<file path="src/hw/rv_ctrl_defines.svh">
`ifndef RV_CTRL_DEFINES_SVH
`define RV_CTRL_DEFINES_SVH

`define RV_XLEN 32

// Major opcodes, bits [6:0]
`define RV_OP_IMM    7'b0010011
`define RV_OP_LUI    7'b0110111
`define RV_OP_AUIPC  7'b0010111
`define RV_OP_REG    7'b0110011
`define RV_OP_LOAD   7'b0000011
`define RV_OP_STORE  7'b0100011
`define RV_OP_BRANCH 7'b1100011
`define RV_OP_JAL    7'b1101111
`define RV_OP_JALR   7'b1100111

// funct7 picks SUB and the arithmetic right shift
`define RV_F7_BASE 7'b0000000
`define RV_F7_ALT  7'b0100000

// Instruction field bounds
`define RV_OPCODE_HI 6
`define RV_OPCODE_LO 0
`define RV_FUNCT3_HI 14
`define RV_FUNCT3_LO 12
`define RV_FUNCT7_HI 31
`define RV_FUNCT7_LO 25

// funct3 of the integer ALU group, shared by OP and OP-IMM
`define RV_F3_ADD  3'b000
`define RV_F3_SLL  3'b001
`define RV_F3_SLT  3'b010
`define RV_F3_SLTU 3'b011
`define RV_F3_XOR  3'b100
`define RV_F3_SR   3'b101 // SRL or SRA by funct7
`define RV_F3_OR   3'b110
`define RV_F3_AND  3'b111

// Loads and stores
`define RV_F3_LB  3'b000
`define RV_F3_LH  3'b001
`define RV_F3_LW  3'b010
`define RV_F3_LBU 3'b100
`define RV_F3_LHU 3'b101
`define RV_F3_SB  3'b000
`define RV_F3_SH  3'b001
`define RV_F3_SW  3'b010

// Conditional branches
`define RV_F3_BEQ  3'b000
`define RV_F3_BNE  3'b001
`define RV_F3_BLT  3'b100
`define RV_F3_BGE  3'b101
`define RV_F3_BLTU 3'b110
`define RV_F3_BGEU 3'b111

`endif
</file>
<file path="src/hw/rv_ctrl_pkg.sv">
package rv_ctrl_pkg;

    // ALU operation codes as the EX stage expects them
    typedef enum logic [3:0] {
        ALU_PASS = 4'b0000, // Operand B straight through
        ALU_ADD  = 4'b0010,
        ALU_SUB  = 4'b0011,
        ALU_JUMP = 4'b0100, // JALR target
        ALU_SLL  = 4'b0101,
        ALU_SRL  = 4'b0110,
        ALU_SRA  = 4'b0111,
        ALU_SLT  = 4'b1000,
        ALU_SLTU = 4'b1001,
        ALU_AND  = 4'b1010,
        ALU_OR   = 4'b1011,
        ALU_XOR  = 4'b1100
    } alu_op_t;

    // Same code as funct3[1:0] of loads and stores
    typedef enum logic [1:0] {
        SIZE_BYTE = 2'b00,
        SIZE_HALF = 2'b01,
        SIZE_WORD = 2'b10
    } mem_size_t;

    // S2..S0, source of the second ALU operand
    typedef enum logic [2:0] {
        OPSEL_REG   = 3'b000,
        OPSEL_IMM_I = 3'b001,
        OPSEL_IMM_S = 3'b010,
        OPSEL_IMM_U = 3'b011
    } operand_sel_t;

    // ID stage control word, bit 22 down to bit 0
    typedef struct packed {
        logic [1:0]   src_regs;    // [22:21]
        alu_op_t      alu_op;      // [20:17]
        logic         load_sel;    // 16
        logic         rf_write;    // 15
        operand_sel_t operand_sel; // [14:12]
        logic [2:0]   branch_type; // [11:9]
        mem_size_t    size;        // [8:7]
        logic         mem_enable;  // 6
        logic         sign_ext;    // 5
        logic         mem_write;   // 4
        logic         link_addr;   // 3
        logic         auipc;       // 2
        logic         jalr;        // 1
        logic         jal;         // 0
    } ctrl_word_t;

endpackage

</file>
<file path="src/hw/control_unit.sv">
`timescale 1ns/1ps

`include "rv_ctrl_defines.svh"

module control_unit (
    input  logic                    clk,
    input  logic                    rst,
    input  logic [`RV_XLEN-1:0]     instr,
    input  logic                    instr_valid,
    output rv_ctrl_pkg::ctrl_word_t ctrl,
    output logic                    ctrl_valid
);

    rv_ctrl_pkg::alu_op_t      alu_op;
    rv_ctrl_pkg::operand_sel_t operand_sel;
    rv_ctrl_pkg::mem_size_t    size;
    rv_ctrl_pkg::ctrl_word_t   ctrl_next;
    logic [1:0]                src_regs;
    logic                      rf_write;
    logic                      load_sel;
    logic                      mem_enable;
    logic                      sign_ext;
    logic                      mem_write;
    logic [2:0]                branch_type;
    logic                      jal;
    logic                      jalr;
    logic                      auipc;
    logic                      link_addr;

    exec_decoder exec_decoder_i (
        .instr       (instr),
        .alu_op      (alu_op),
        .operand_sel (operand_sel),
        .src_regs    (src_regs),
        .rf_write    (rf_write)
    );

    mem_decoder mem_decoder_i (
        .instr      (instr),
        .load_sel   (load_sel),
        .size       (size),
        .mem_enable (mem_enable),
        .sign_ext   (sign_ext),
        .mem_write  (mem_write)
    );

    flow_decoder flow_decoder_i (
        .instr       (instr),
        .branch_type (branch_type),
        .jal         (jal),
        .jalr        (jalr),
        .auipc       (auipc),
        .link_addr   (link_addr)
    );

    // Decoders already zero their fields on unknown encodings
    assign ctrl_next = '{
        src_regs:    src_regs,
        alu_op:      alu_op,
        load_sel:    load_sel,
        rf_write:    rf_write,
        operand_sel: operand_sel,
        branch_type: branch_type,
        size:        size,
        mem_enable:  mem_enable,
        sign_ext:    sign_ext,
        mem_write:   mem_write,
        link_addr:   link_addr,
        auipc:       auipc,
        jalr:        jalr,
        jal:         jal
    };

    // ID stage output register
    always_ff @(posedge clk) begin
        if (rst) begin
            ctrl       <= '0;
            ctrl_valid <= 1'b0;
        end else begin
            ctrl       <= ctrl_next;    // Updates even when not valid
            ctrl_valid <= instr_valid;
        end
    end

endmodule

</file>
<file path="src/hw/flow_decoder.sv">
`timescale 1ns/1ps

`include "rv_ctrl_defines.svh"

module flow_decoder (
    input  logic [`RV_XLEN-1:0] instr,
    output logic [2:0]          branch_type,
    output logic                jal,
    output logic                jalr,
    output logic                auipc,
    output logic                link_addr
);

    logic [6:0] opcode;
    logic [2:0] funct3;
    logic       branch_ok;

    assign opcode = instr[`RV_OPCODE_HI:`RV_OPCODE_LO];
    assign funct3 = instr[`RV_FUNCT3_HI:`RV_FUNCT3_LO];

    // 010 and 011 are not branches
    assign branch_ok = funct3 inside {`RV_F3_BEQ, `RV_F3_BNE, `RV_F3_BLT,
                                      `RV_F3_BGE, `RV_F3_BLTU, `RV_F3_BGEU};

    always_comb begin
        branch_type = 3'b000;
        jal         = 1'b0;
        jalr        = 1'b0;
        auipc       = 1'b0;
        link_addr   = 1'b0;
        case (opcode)
            `RV_OP_BRANCH: begin
                if (branch_ok) begin
                    // BEQ moved to 010 so that 000 means no branch
                    branch_type = (funct3 == `RV_F3_BEQ) ? 3'b010 : funct3;
                end
            end
            `RV_OP_JAL: begin
                jal       = 1'b1;
                link_addr = 1'b1;   // PC+4 to rd
            end
            `RV_OP_JALR: begin
                jalr      = 1'b1;
                link_addr = 1'b1;
            end
            `RV_OP_AUIPC: auipc = 1'b1;
            default: ;
        endcase
    end

endmodule

</file>
<file path="src/hw/mem_decoder.sv">
`timescale 1ns/1ps

`include "rv_ctrl_defines.svh"

module mem_decoder (
    input  logic [`RV_XLEN-1:0]    instr,
    output logic                   load_sel,
    output rv_ctrl_pkg::mem_size_t size,
    output logic                   mem_enable,
    output logic                   sign_ext,
    output logic                   mem_write
);

    logic [6:0] opcode;
    logic [2:0] funct3;
    logic       load_ok;
    logic       store_ok;

    assign opcode = instr[`RV_OPCODE_HI:`RV_OPCODE_LO];
    assign funct3 = instr[`RV_FUNCT3_HI:`RV_FUNCT3_LO];

    assign load_ok  = funct3 inside {`RV_F3_LB, `RV_F3_LH, `RV_F3_LW, `RV_F3_LBU, `RV_F3_LHU};
    assign store_ok = funct3 inside {`RV_F3_SB, `RV_F3_SH, `RV_F3_SW};

    always_comb begin
        load_sel   = 1'b0;
        size       = rv_ctrl_pkg::SIZE_BYTE;
        mem_enable = 1'b0;
        sign_ext   = 1'b0;
        mem_write  = 1'b0;
        case (opcode)
            `RV_OP_LOAD: begin
                if (load_ok) begin
                    load_sel   = 1'b1;  // Write-back from memory
                    mem_enable = 1'b1;
                    size       = rv_ctrl_pkg::mem_size_t'(funct3[1:0]);
                    // Only LB and LH extend the sign
                    sign_ext   = (funct3 == `RV_F3_LB) || (funct3 == `RV_F3_LH);
                end
            end
            `RV_OP_STORE: begin
                if (store_ok) begin
                    mem_enable = 1'b1;
                    mem_write  = 1'b1;
                    size       = rv_ctrl_pkg::mem_size_t'(funct3[1:0]);
                end
            end
            default: ;
        endcase
    end

endmodule

</file>
<file path="src/hw/exec_decoder.sv">
`timescale 1ns/1ps

`include "rv_ctrl_defines.svh"

module exec_decoder (
    input  logic [`RV_XLEN-1:0]       instr,
    output rv_ctrl_pkg::alu_op_t      alu_op,
    output rv_ctrl_pkg::operand_sel_t operand_sel,
    output logic [1:0]                src_regs,
    output logic                      rf_write
);

    logic [6:0] opcode;
    logic [2:0] funct3;
    logic [6:0] funct7;
    logic       arith_ok;  // funct3/funct7 pair is a known ALU op
    logic       load_ok;
    logic       store_ok;
    logic       branch_ok;
    rv_ctrl_pkg::alu_op_t arith_op;

    assign opcode = instr[`RV_OPCODE_HI:`RV_OPCODE_LO];
    assign funct3 = instr[`RV_FUNCT3_HI:`RV_FUNCT3_LO];
    assign funct7 = instr[`RV_FUNCT7_HI:`RV_FUNCT7_LO];

    assign load_ok   = funct3 inside {`RV_F3_LB, `RV_F3_LH, `RV_F3_LW, `RV_F3_LBU, `RV_F3_LHU};
    assign store_ok  = funct3 inside {`RV_F3_SB, `RV_F3_SH, `RV_F3_SW};
    assign branch_ok = funct3 inside {`RV_F3_BEQ, `RV_F3_BNE, `RV_F3_BLT,
                                      `RV_F3_BGE, `RV_F3_BLTU, `RV_F3_BGEU};

    // ALU op shared by OP and OP-IMM
    always_comb begin
        arith_ok = 1'b1;
        arith_op = rv_ctrl_pkg::ALU_PASS;
        case (funct3)
            `RV_F3_ADD: begin
                // OP-IMM holds immediate bits where funct7 would be
                if (opcode == `RV_OP_IMM || funct7 == `RV_F7_BASE) arith_op = rv_ctrl_pkg::ALU_ADD;
                else if (funct7 == `RV_F7_ALT) arith_op = rv_ctrl_pkg::ALU_SUB;
                else arith_ok = 1'b0;
            end
            `RV_F3_SLL:  arith_op = rv_ctrl_pkg::ALU_SLL;
            `RV_F3_SLT:  arith_op = rv_ctrl_pkg::ALU_SLT;
            `RV_F3_SLTU: arith_op = rv_ctrl_pkg::ALU_SLTU;
            `RV_F3_XOR:  arith_op = rv_ctrl_pkg::ALU_XOR;
            `RV_F3_SR: begin
                if (funct7 == `RV_F7_BASE) arith_op = rv_ctrl_pkg::ALU_SRL;
                else if (funct7 == `RV_F7_ALT) arith_op = rv_ctrl_pkg::ALU_SRA;
                else arith_ok = 1'b0;
            end
            `RV_F3_OR:   arith_op = rv_ctrl_pkg::ALU_OR;
            `RV_F3_AND:  arith_op = rv_ctrl_pkg::ALU_AND;
            default:     arith_ok = 1'b0;
        endcase
    end

    always_comb begin
        alu_op      = rv_ctrl_pkg::ALU_PASS;
        operand_sel = rv_ctrl_pkg::OPSEL_REG;
        src_regs    = 2'b00;
        rf_write    = 1'b0;
        case (opcode)
            `RV_OP_IMM: begin
                if (arith_ok) begin
                    alu_op      = arith_op;
                    operand_sel = rv_ctrl_pkg::OPSEL_IMM_I;
                    src_regs    = 2'b01;
                    rf_write    = 1'b1;
                end
            end
            `RV_OP_REG: begin
                if (arith_ok) begin
                    alu_op   = arith_op;
                    src_regs = 2'b10;
                    rf_write = 1'b1;
                end
            end
            `RV_OP_LUI: begin
                operand_sel = rv_ctrl_pkg::OPSEL_IMM_U; // ALU passes the immediate
                rf_write    = 1'b1;
            end
            `RV_OP_AUIPC: begin
                alu_op      = rv_ctrl_pkg::ALU_ADD;
                operand_sel = rv_ctrl_pkg::OPSEL_IMM_U;
                rf_write    = 1'b1;
            end
            `RV_OP_LOAD: begin
                if (load_ok) begin
                    alu_op      = rv_ctrl_pkg::ALU_ADD;     // Address calc
                    operand_sel = rv_ctrl_pkg::OPSEL_IMM_I;
                    src_regs    = 2'b01;
                    rf_write    = 1'b1;
                end
            end
            `RV_OP_STORE: begin
                if (store_ok) begin
                    alu_op      = rv_ctrl_pkg::ALU_ADD;
                    operand_sel = rv_ctrl_pkg::OPSEL_IMM_S;
                    src_regs    = 2'b10;                    // Base plus store data
                end
            end
            `RV_OP_BRANCH: begin
                if (branch_ok) begin
                    alu_op   = rv_ctrl_pkg::ALU_SUB;        // Compare rs1 and rs2
                    src_regs = 2'b10;
                end
            end
            `RV_OP_JAL:  rf_write = 1'b1;                   // Link register only
            `RV_OP_JALR: begin
                alu_op      = rv_ctrl_pkg::ALU_JUMP;
                operand_sel = rv_ctrl_pkg::OPSEL_IMM_I;
                src_regs    = 2'b01;
                rf_write    = 1'b1;
            end
            default: ;
        endcase
    end

endmodule

</file>
<file path="config.mk">
export PLATFORM = sky130hd
export DESIGN_NAME = control_unit
export DESIGN_NICKNAME = d
export VERILOG_FILES = /design/src/hw/rv_ctrl_pkg.sv /design/src/hw/control_unit.sv /design/src/hw/flow_decoder.sv /design/src/hw/mem_decoder.sv /design/src/hw/exec_decoder.sv
export VERILOG_INCLUDE_DIRS = /design/src /design/src/hw
export SDC_FILE = /design/constraint.sdc
export NUM_CORES = 1
export LEC_CHECK = 0
export BUFFER_PORTS_ARGS = -buffer_cell sky130_fd_sc_hd__buf_2
export CAP_MARGIN = 20
export CORE_MARGIN = 5
export CORE_UTILIZATION = 42
export CTS_CLUSTER_DIAMETER = 50
export DETAILED_ROUTE_END_ITERATION = 10
export GPL_ROUTABILITY_DRIVEN = 0
export PLACE_DENSITY = 0.78
export REMOVE_ABC_BUFFERS = 1
export SYNTH_ARGS = -nofsm -noshare
export SYNTH_HDL_FRONTEND = slang
export SYNTH_SLANG_ARGS = --single-unit
</file>
<file path="constraint.sdc">
create_clock -name clk -period 1.81 [get_ports clk]
set_input_delay 0.181 -clock clk [delete_from_list [all_inputs] [get_ports clk]]
set_output_delay 0.181 -clock clk [all_outputs]
set_load 0.01 [all_outputs]
</file>
Word level (Yosys, flattened, before mapping) --
Index checks and enable logic that the tools add are counted.
Word-level totals: register bits 24, bits of input ports 35, logic and storage cells 91
Cells by class: bitwise gates (word level) 5, multiplexer cells 37, equal/unequal tests 17, reductions and logical operators 16
Operators by type and width (number):
- $pmux W4 S8 | 1
- $eq A7 B6 Y1 const B | 4
- $pmux W4 S6 | 1
- $mux W2 | 11
- $eq A7 B7 Y1 const B | 3
- $pmux W3 S5 | 1
- $eq A7 B5 Y1 const B | 2
- $mux W1 | 14
- $eq A3 B3 Y1 const B | 4
- $mux W4 | 3
- $pmux W2 S6 | 1
- $reduce_or A2 Y1 | 5
- $reduce_or A4 Y1 | 2
- $eq A7 B2 Y1 const B | 1
- $logic_not A7 Y1 | 1
- $eq A3 B2 Y1 const B | 2
- $reduce_bool A6 Y1 | 1
- $reduce_or A3 Y1 | 2
- $not A1 Y1 | 5
- $reduce_bool A5 Y1 | 1
- $pmux W1 S2 | 2
- $pmux W2 S2 | 1
- $eq A3 B1 Y1 const B | 1
- $logic_not A3 Y1 | 1
- other kinds (4) | 5

Depth between registers and ports, before layout --
Gate-level depths: netlist of run 1.
word-level depth 6, depth in mapped cells 6, depth with buffers taken out 5

Cells and area by module --
Synthesis of run 1 repeated with hierarchy kept, for this count alone.
Unflattened totals: cells, all modules 144, area, all modules 1363.8 µm²
By module, submodules not included:
- control_unit | cells an instance 50, area an instance 693.2 µm², times used 1
- exec_decoder | cells an instance 64, area an instance 412.9 µm², times used 1
- mem_decoder | cells an instance 14, area an instance 141.4 µm², times used 1
- flow_decoder | cells an instance 16, area an instance 116.4 µm², times used 1

Worst setup path after synthesis of run 1 --
Ideal clock, no wire load.
kind input to register, from input port instr[26], to register ctrl[17] in the netlist's numbering, cell stages on the path 5, required time 1751 ps, buffers on the path 0, arrival 1430 ps, slack 321 ps, path through or4_4 nor3_4 nand2_2 o41ai_2 a22o_1
On the way: word-level cells in the longest chain between the ends 6, elaborated cells on any way between the ends 14, those cells by class eq/ne: 1; mux: 11; reduce/logical: 2
Ends and longest elaborated chain:
- start, declared | RTL line control_unit.sv:8 | input logic [`RV_XLEN-1:0] instr,
- $eq A7 B6 Y1 (no source line) / $logic_not A7 Y1 (equally long branches)
- $mux W3 (tied with other cells) | RTL line exec_decoder.sv:48 | else if (funct7 == `RV_F7_ALT) arith_op = rv_ctrl_pkg::ALU_SRA;
- $mux W4 (tied with other cells) | RTL line exec_decoder.sv:47 | if (funct7 == `RV_F7_BASE) arith_op = rv_ctrl_pkg::ALU_SRL;
- $pmux W4 S8 / $pmux W1 S2 (equally long branches) | RTL line exec_decoder.sv:35 | case (funct3)
- $mux W4 * | RTL line exec_decoder.sv:64, exec_decoder.sv:72
- $pmux W4 S6 * | RTL line exec_decoder.sv:62 | case (opcode)
- end signal, assigned | RTL line control_unit.sv:80 | ctrl <= ctrl_next;
- end, declared | RTL line control_unit.sv:10 | output rv_ctrl_pkg::ctrl_word_t ctrl,
Every way passes the cells marked *; elsewhere a longest branch is shown, timed or not. A chain may end at the register's enable or synchronous reset.

Worst setup path after layout of run 1 --
from input port instr[26], to register ctrl[18] in the netlist's numbering
Same word-level chain as after synthesis.

==> results of run 1 <==
==> critical path, delay by kind of cell <==
kind                   cells  cell delay, ns
AOI/OAI and AO/OA          2            0.44
and+or+nand+nor            3            0.87
buffers and inverters      1            0.10
==> through the flow <==
step	instance area [µm²]	setup WS (ns)	instances	total power, mW
global route	1230	0.374	178	0.877
detailed placement	1200	0.114	174	0.610
CTS	1230	0.439	178	0.835
finish	1230	0.448	178	0.826
global placement	1200	0.121	174	0.608
floorplan	952	0.321	103	0.559
==> cell usage in the layout (no fill, tap or decap), types with 2 or more instances in the layout <==
| cell | n |
|---|---|
| a211oi_1 | 2 |
| a21oi_1 | 5 |
| a31oi_1 | 4 |
| and2_1 | 4 |
| buf_2 | 42 |
| clkbuf_4 | 3 |
| dfxtp_1 | 23 |
| inv_1 | 3 |
| nand2_1 | 10 |
| nand2b_1 | 2 |
| nor2_1 | 14 |
| nor2b_1 | 2 |
| nor3_1 | 4 |
| nor4_1 | 2 |
| o21ai_0 | 2 |
| o31ai_1 | 2 |
| or3_1 | 2 |
==> worst max path at each step <==
| stage | to | slack [ns] |
|---|---|---|
| after global routing | ctrl[17] | 0.37 |
| after detailed placement | ctrl[17] | 0.11 |
| after CTS | ctrl[18] | 0.44 |
| after floorplan | ctrl[17] | 0.32 |
| final | ctrl[18] | 0.45 |
| after global placement | ctrl[17] | 0.12 |
==> routing by layer <==
metal,vias to the layer above,routed length (µm),track usage (%)
met5,-,0,0
met1,417,908,17.3
met4,0,49,7.95
li1,475,-,-
met3,5,198,3.29
met2,41,1010,20.6
==> flip-flops by register name, indices dropped and copies added, names as in the netlist <==
register    flops
ctrl_valid      1
ctrl           22
==> power by group <==
| group | leakage, nW | switching, mW | internal (mW) |
|---|---|---|---|
| combinational | 0.368 | 0.0543 | 0.0351 |
| clock | 0.0177 | 0.145 | 0.0825 |
| sequential | 0.186 | 0.000535 | 0.509 |
| total | 0.571 | 0.199 | 0.626 |
==> logic make-up after synthesis <==
| kind of cell | after synthesis |
|---|---|
| and+or+nand+nor | 50 |
| AOI/OAI and AO/OA | 25 |
| DFF | 23 |
| buffers and inverters | 9 |
| muxes | 1 |
| other | 1 |
==> layout make-up <==
class                   count  share of cell area, %
clock buffers               3                   1.83
multi-input cells          77                   39.0
inverters                   3                  0.914
clock inverters             1                  0.406
well taps                  28                   2.84
repair buffers             43                   17.7
flip-flops and latches     23                   37.4
==> out/metrics.json, run 1 <==
{
  "sta": {
    "grt_setup_unrepaired": "no",
    "fin_crit_sh_pct": 75.2,
    "fin_crit_ns": 1.36,
    "holdWs_ns": 0.0762,
    "setup_viol": 0,
    "final_max_slew_viol_count": 0,
    "headroom_to_the_max_slew_limit_pct": 63.0,
    "fin_tns_setup_ns": 0,
    "hold_viol_final": 0,
    "timing_worst_slew_pin_value_ns": 0.550,
    "max_freq_ghz": 0.734
  },
  "route": {
    "first_pass_iters": 4,
    "routed_wl_per_cell_um": 12.2,
    "detailroute.via_count": 938,
    "finalWirelength_um": 2170,
    "drtAntennaViolNets": 0,
    "viasPerCell": 5.27,
    "drc": 0,
    "drtIter0Drc": 26
  },
  "floorplanning": {
    "die_y_um": 58.4,
    "design.core.area_um2": 2230,
    "die_x_um": 58.4,
    "io_pins": 59,
    "start_util_pct": 44.0,
    "row_count": 17,
    "die-area_um2": 3410
  },
  "yosys": {
    "syn-cell-area_um2": 982,
    "async_flop_share_pct": 0,
    "post_synth_fa_ha_maj_area_fraction_pct": 0,
    "synth.yosys.warnings": 0,
    "synth-simple-area-share_pct": 28.9,
    "yosysTopAreaCell": "dfxtp_1",
    "synth.top_cells.by_area": "dfxtp_1 (47%), nor2_1 (5.4%), nand2_1 (3.8%)",
    "synthMuxAreaShare_pct": 1.02,
    "syn-mean-instance-area_um2": 9.01,
    "share_of_the_synthesized_area_in_the_top_cell_type_pct": 46.9,
    "synth_cells": 109,
    "synth.most_common_cell": "dfxtp_1",
    "post_synth_xor_area_fraction_pct": 0,
    "synth_flop_cell": "dfxtp_1",
    "synth_top_cells_by_count": "dfxtp_1 (23), nor2_1 (14), nand2_1 (10), a21oi_1 (5)",
    "synth_edf_count": 0,
    "number_of_distinct_library_cells_after_synthesis": 41,
    "postSynthRegisterBits": 23,
    "yosysSeqAreaShare_pct": 46.9,
    "complex_gate_fraction_of_the_synthesized_area_pct": 18.6,
    "largest_family_of_logic_cells_by_synthesized_area": "simple AND/OR/NAND/NOR gates"
  },
  "finish": {
    "seq_area_um2": 460,
    "finish.utilization_pct": 55.2,
    "area_delta_synth_final_pct": 25.5,
    "final_layout_size_suffix_gt1_share_pct": 35.3,
    "final.fill_count": 219,
    "multi_input_comb_area_um2": 480,
    "final_nets": 186,
    "antenna_cells": 0
  },
  "clocking": {
    "max-clock-path-buffers": 2,
    "cts_hold_repair.buffers": 0,
    "cts-htree-levels": 1,
    "cts_tree": "yes",
    "cts_num_sinks": 23,
    "cts.root.buffer_cell": "clkbuf_4",
    "postCtsResizedCells": 0,
    "post_cts_setup_buffers": 0,
    "cts-buffers-inserted": 3,
    "cts.clk_slew.worst_paths_ns": 0.12
  },
  "pwr": {
    "ir_worst_vdd_mv": 0.327,
    "leakage_nw": 0.571,
    "power_density_nw_per_um2": 670
  },
  "global_routing": {
    "grt_start_max_net_pins": 15,
    "grtUsageTotal_pct": 13.5,
    "globalRoute.totalOverflow": 0,
    "antenna_found_initial": 0,
    "grt_first_pass_wirelength_um": 3510,
    "first_global_vias": 798
  },
  "worst_setup_path": {
    "cp_max_fo": 7,
    "timing.critical_path.slowest_cell_delay_ns": 0.53,
    "startpoint": "instr[26]",
    "crit_path_slowest_cell": "or4_4",
    "crit_path_end_kind": "flip-flop",
    "worst_ep_required_time_ns": 2.04,
    "cp_data_arrival_time_ns": 1.59,
    "crit_type": "in -> reg",
    "path_cells": "buf_2, or4_4, nor3_4, nand2_1, a31o_1, a41oi_1",
    "worst_setup_path_start_kind": "input pin"
  },
  "worst_hold_path": {
    "hp-start": "instr_valid",
    "hold_depth": 2,
    "hold_path_class": "in -> reg",
    "hold_end": "ctrl_valid"
  },
  "flow_run": {
    "maxcap_violations": 0
  },
  "place": {
    "hpwl_um": 1750,
    "port_buffers": 42
  },
  "outcome": {
    "status": "finished clean"
  }
}
Power figures use the tool's default switching activity.
==> inputs of run 2 (changes only) <==
--- a/config.mk
+++ b/config.mk
@@ -9,11 +9,11 @@
 export BUFFER_PORTS_ARGS = -buffer_cell sky130_fd_sc_hd__buf_2
 export CAP_MARGIN = 20
 export CORE_MARGIN = 5
-export CORE_UTILIZATION = 42
+export CORE_UTILIZATION = 38
 export CTS_CLUSTER_DIAMETER = 50
 export DETAILED_ROUTE_END_ITERATION = 10
 export GPL_ROUTABILITY_DRIVEN = 0
-export PLACE_DENSITY = 0.78
+export PLACE_DENSITY = 0.75
 export REMOVE_ABC_BUFFERS = 1
 export SYNTH_ARGS = -nofsm -noshare
 export SYNTH_HDL_FRONTEND = slang
==> constraint.sdc (replaced) <==
create_clock -name clk -period 1.2 [get_ports clk]
set_input_delay 0.12 -clock clk [delete_from_list [all_inputs] [get_ports clk]]
set_output_delay 0.12 -clock clk [all_outputs]
set_load 0.01 [all_outputs]
==> out/metrics.json, run 2 (synthesis gave the netlist of run 1 again) <==
{
  "outcome": {
    "status": {"value": "finished, violations left", "change": "was finished clean"},
    "failed_checks": "setup timing"
  },
  "global_routing": {
    "most_used_routing_layer": {"value": "met2", "change": "unchanged"},
    "grt_start_max_net_pins": {"value": 15, "change": "unchanged"},
    "global_route.usage.met3": {"value": 2.55, "unit": "%", "change": "was 3.29%"},
    "grt_first_pass_wirelength": {"value": 4560, "unit": "µm", "change": "was 3510 µm"},
    "grtUsageTotal": {"value": 16.4, "unit": "%", "change": "was 13.5%"},
    "first_global_vias": {"value": 1094, "change": "was 798"},
    "antenna_found_initial": {"value": 0, "change": "unchanged"},
    "use_met2": {"value": 29.9, "unit": "%", "change": "was 20.6%"},
    "globalRoute.totalOverflow": {"value": 0, "change": "unchanged"},
    "grt_util_met1": {"value": 18.1, "unit": "%", "change": "was 17.3%"}
  },
  "route": {
    "routed_wl_per_cell": {"value": 13.8, "unit": "µm", "change": "was 12.2 µm"},
    "drc": {"value": 0, "change": "unchanged"},
    "drtIter0Drc": {"value": 27, "change": "was 26"},
    "detailroute.via_count": {"value": 1070, "change": "was 938"},
    "viasPerCell": {"value": 5.27, "change": "about the same"},
    "drtAntennaViolNets": {"value": 0, "change": "unchanged"},
    "first_pass_iters": {"value": 4, "change": "unchanged"},
    "finalWirelength": {"value": 2800, "unit": "µm", "change": "was 2170 µm"}
  },
  "finish": {
    "antenna_cells": {"value": 0, "change": "unchanged"},
    "final_layout_size_suffix_gt1_share": {"value": 47.4, "unit": "%", "change": "was 35.3%"},
    "seq_area": {"value": 460, "unit": "µm²", "change": "unchanged"},
    "mostFrequentLayoutCells": {"value": "buf_2 (41), buf_4 (24), dfxtp_1 (23)", "change": "was buf_2 (42), dfxtp_1 (23), nor2_1 (14)"},
    "final.fill_count": {"value": 229, "change": "was 219"},
    "largest_register_ff_count": {"value": 22, "change": "unchanged"},
    "finish.utilization": {"value": 58.5, "unit": "%", "change": "was 55.2%"},
    "biggestRegsByFlops": {"value": "ctrl (22), ctrl_valid (1)", "change": "unchanged"},
    "largest_register": {"value": "ctrl", "change": "unchanged"},
    "final_nets": {"value": 209, "change": "was 186"},
    "area_delta_synth_final": {"value": 47.6, "unit": "%", "change": "was 25.5%"},
    "final_common_cell": {"value": "buf_2", "change": "unchanged"},
    "multi_input_comb_area": {"value": 517, "unit": "µm²", "change": "was 480 µm²"}
  },
  "pwr": {
    "ir_worst_vdd": {"value": 0.788, "unit": "mV", "change": "was 0.327 mV"},
    "power_switching": {"value": 0.336, "unit": "mW", "change": "was 0.199 mW"},
    "power_frac_seq": {"value": 58.2, "unit": "%", "change": "was 61.7%"},
    "switching_share": {"value": 25.4, "unit": "%", "change": "was 24.1%"},
    "clock_power_share": {"value": 27.0, "unit": "%", "change": "was 27.5%"},
    "power_density": {"value": 911, "unit": "nW/µm²", "change": "was 670 nW/µm²"},
    "leakage": {"value": 0.686, "unit": "nW", "change": "was 0.571 nW"},
    "relative_contribution_of_combinational_cells_to_total_power": {"value": 14.8, "unit": "%", "change": "was 10.8%"},
    "power.internal": {"value": 0.986, "unit": "mW", "change": "was 0.626 mW"}
  },
  "sta": {
    "headroom_to_the_max_slew_limit": {"value": 55.1, "unit": "%", "change": "was 63.0%"},
    "fin_crit_sh_pct": 101,
    "hold_viol_final": {"value": 0, "change": "unchanged"},
    "finalWorstSetupSlack": {"value": -0.0136, "unit": "ns", "change": "was 0.448 ns"},
    "setup_viol": {"value": 2, "change": "was 0"},
    "fin_tns_setup": {"value": -0.0239, "unit": "ns", "change": "was 0 ns"},
    "fin_crit_ns": 1.21,
    "grt_setup_unrepaired": {"value": "yes", "change": "was no"},
    "max_freq_ghz": 0.824,
    "final_max_slew_viol_count": {"value": 0, "change": "unchanged"},
    "timing_worst_slew_pin_value": {"value": 0.656, "unit": "ns", "change": "was 0.550 ns"}
  },
  "worst_hold_path": {
    "hold_path_class": {"value": "in -> reg", "change": "unchanged"},
    "hold_depth": {"value": 2, "change": "unchanged"},
    "hold_end": {"value": "ctrl_valid", "change": "unchanged"},
    "hp-start": {"value": "instr_valid", "change": "unchanged"}
  },
  "clocking": {
    "cts.root.buffer_cell": {"value": "clkbuf_4", "change": "unchanged"},
    "cts_tree": {"value": "yes", "change": "unchanged"},
    "cts-buffers-inserted": {"value": 3, "change": "unchanged"},
    "cts_num_sinks": {"value": 23, "change": "unchanged"},
    "cts-htree-levels": {"value": 1, "change": "unchanged"},
    "cts.clk_slew.worst_paths": {"value": 0.12, "unit": "ns", "change": "about the same"},
    "max-clock-path-buffers": {"value": 2, "change": "unchanged"},
    "cts_hold_repair.buffers": {"value": 0, "change": "unchanged"}
  },
  "floorplanning": {
    "die_y": {"value": 60.8, "unit": "µm", "change": "was 58.4 µm"},
    "start_util": {"value": 39.6, "unit": "%", "change": "was 44.0%"},
    "die_x": {"value": 60.8, "unit": "µm", "change": "was 58.4 µm"},
    "io_pins": {"value": 59, "change": "unchanged"},
    "die-area": {"value": 3700, "unit": "µm²", "change": "was 3410 µm²"},
    "design.core.area": {"value": 2480, "unit": "µm²", "change": "was 2230 µm²"},
    "row_count": {"value": 18, "change": "was 17"}
  },
  "place": {
    "place_ws": {"value": -0.411, "unit": "ns", "change": "was 0.114 ns"},
    "port_buffers": {"value": 42, "change": "unchanged"},
    "hpwl": {"value": 2280, "unit": "µm", "change": "was 1750 µm"}
  },
  "worst_setup_path": {
    "cp_data_arrival_time": {"value": 1.48, "unit": "ns", "change": "was 1.59 ns"},
    "worst_ep_required_time": {"value": 1.46, "unit": "ns", "change": "was 2.04 ns"},
    "crit_type": {"value": "in -> reg", "change": "unchanged"},
    "crit_path_end_kind": {"value": "flip-flop", "change": "unchanged"},
    "cp_max_fo": {"value": 6, "change": "was 7"},
    "worst_setup_path_start_kind": {"value": "input pin", "change": "unchanged"}
  },
  "flow_run": {
    "maxcap_violations": {"value": 0, "change": "unchanged"}
  }
}
[run 2: worst max-delay path by stage]
| stage | slack, ns | depth (start not counted) | from | to |
|---|---|---|---|---|
| finish | -0.01 | 7 | instr[27] | ctrl[17] |
| CTS | -0.07 | 6 | instr[27] | ctrl[17] |
| global placement | -0.35 | 6 | instr[26] | ctrl[17] |
| floorplan | -0.23 | 5 | instr[26] | ctrl[17] |
| global route | -0.06 | 6 | instr[27] | ctrl[17] |
| detailed placement | -0.41 | 6 | instr[26] | ctrl[17] |
[run 2: per-stage QoR]
stage / power, mW / hold slack (ns) / std cells / cell area, µm²
finish: 1.32 / 0.0172 / 203 / 1450
global route: 1.39 / 0.00709 / 203 / 1450
CTS: 1.32 / 0.0208 / 203 / 1440
detailed placement: 0.967 / 0.341 / 198 / 1370
global placement: 0.962 / 0.333 / 198 / 1370
floorplan: 0.843 / 0.189 / 103 / 952
[run 2: per-layer routing]
layer / up-vias / routed length (µm)
li1: 518 / -
met1: 484 / 1030
met2: 58 / 1440
met3: 10 / 254
met4: 0 / 75
met5: - / 0
[run 2: repair_timing]
item                       4_1_cts  5_1_grt
gates resized for setup          4        3
pin swaps                       11        3
setup endpoints to repair        3        9
setup buffers                    1        0
[run 2: layout make-up]
cell class                      instances  share of cell area (%)
Inverter                                3                   0.777
Clock inverter                          1                   0.345
Multi-Input combinational cell         77                    35.6
Sequential cell                        23                    31.8
Clock buffer                            3                    1.55
Tap cell                               30                    2.59
Timing Repair Buffer                   66                    27.4
[run 2: power groups by stage]
stage	combinational (mW)	clock, mW	sequential [mW]
2_1_floorplan	0.0546	0	0.788
3_3_place_gp	0.177	0	0.786
5_1_grt	0.213	0.406	0.770
6_report	0.196	0.357	0.769
3_5_place_dp	0.181	0	0.786
4_1_cts	0.191	0.357	0.769
[run 2: critical path, cell delays in order]
cell	delay, ns
buf_6	0.09
or4_4	0.53
nor3_4	0.23
buf_4	0.18
a31oi_4	0.07
o41ai_2	0.06
a22o_1	0.20
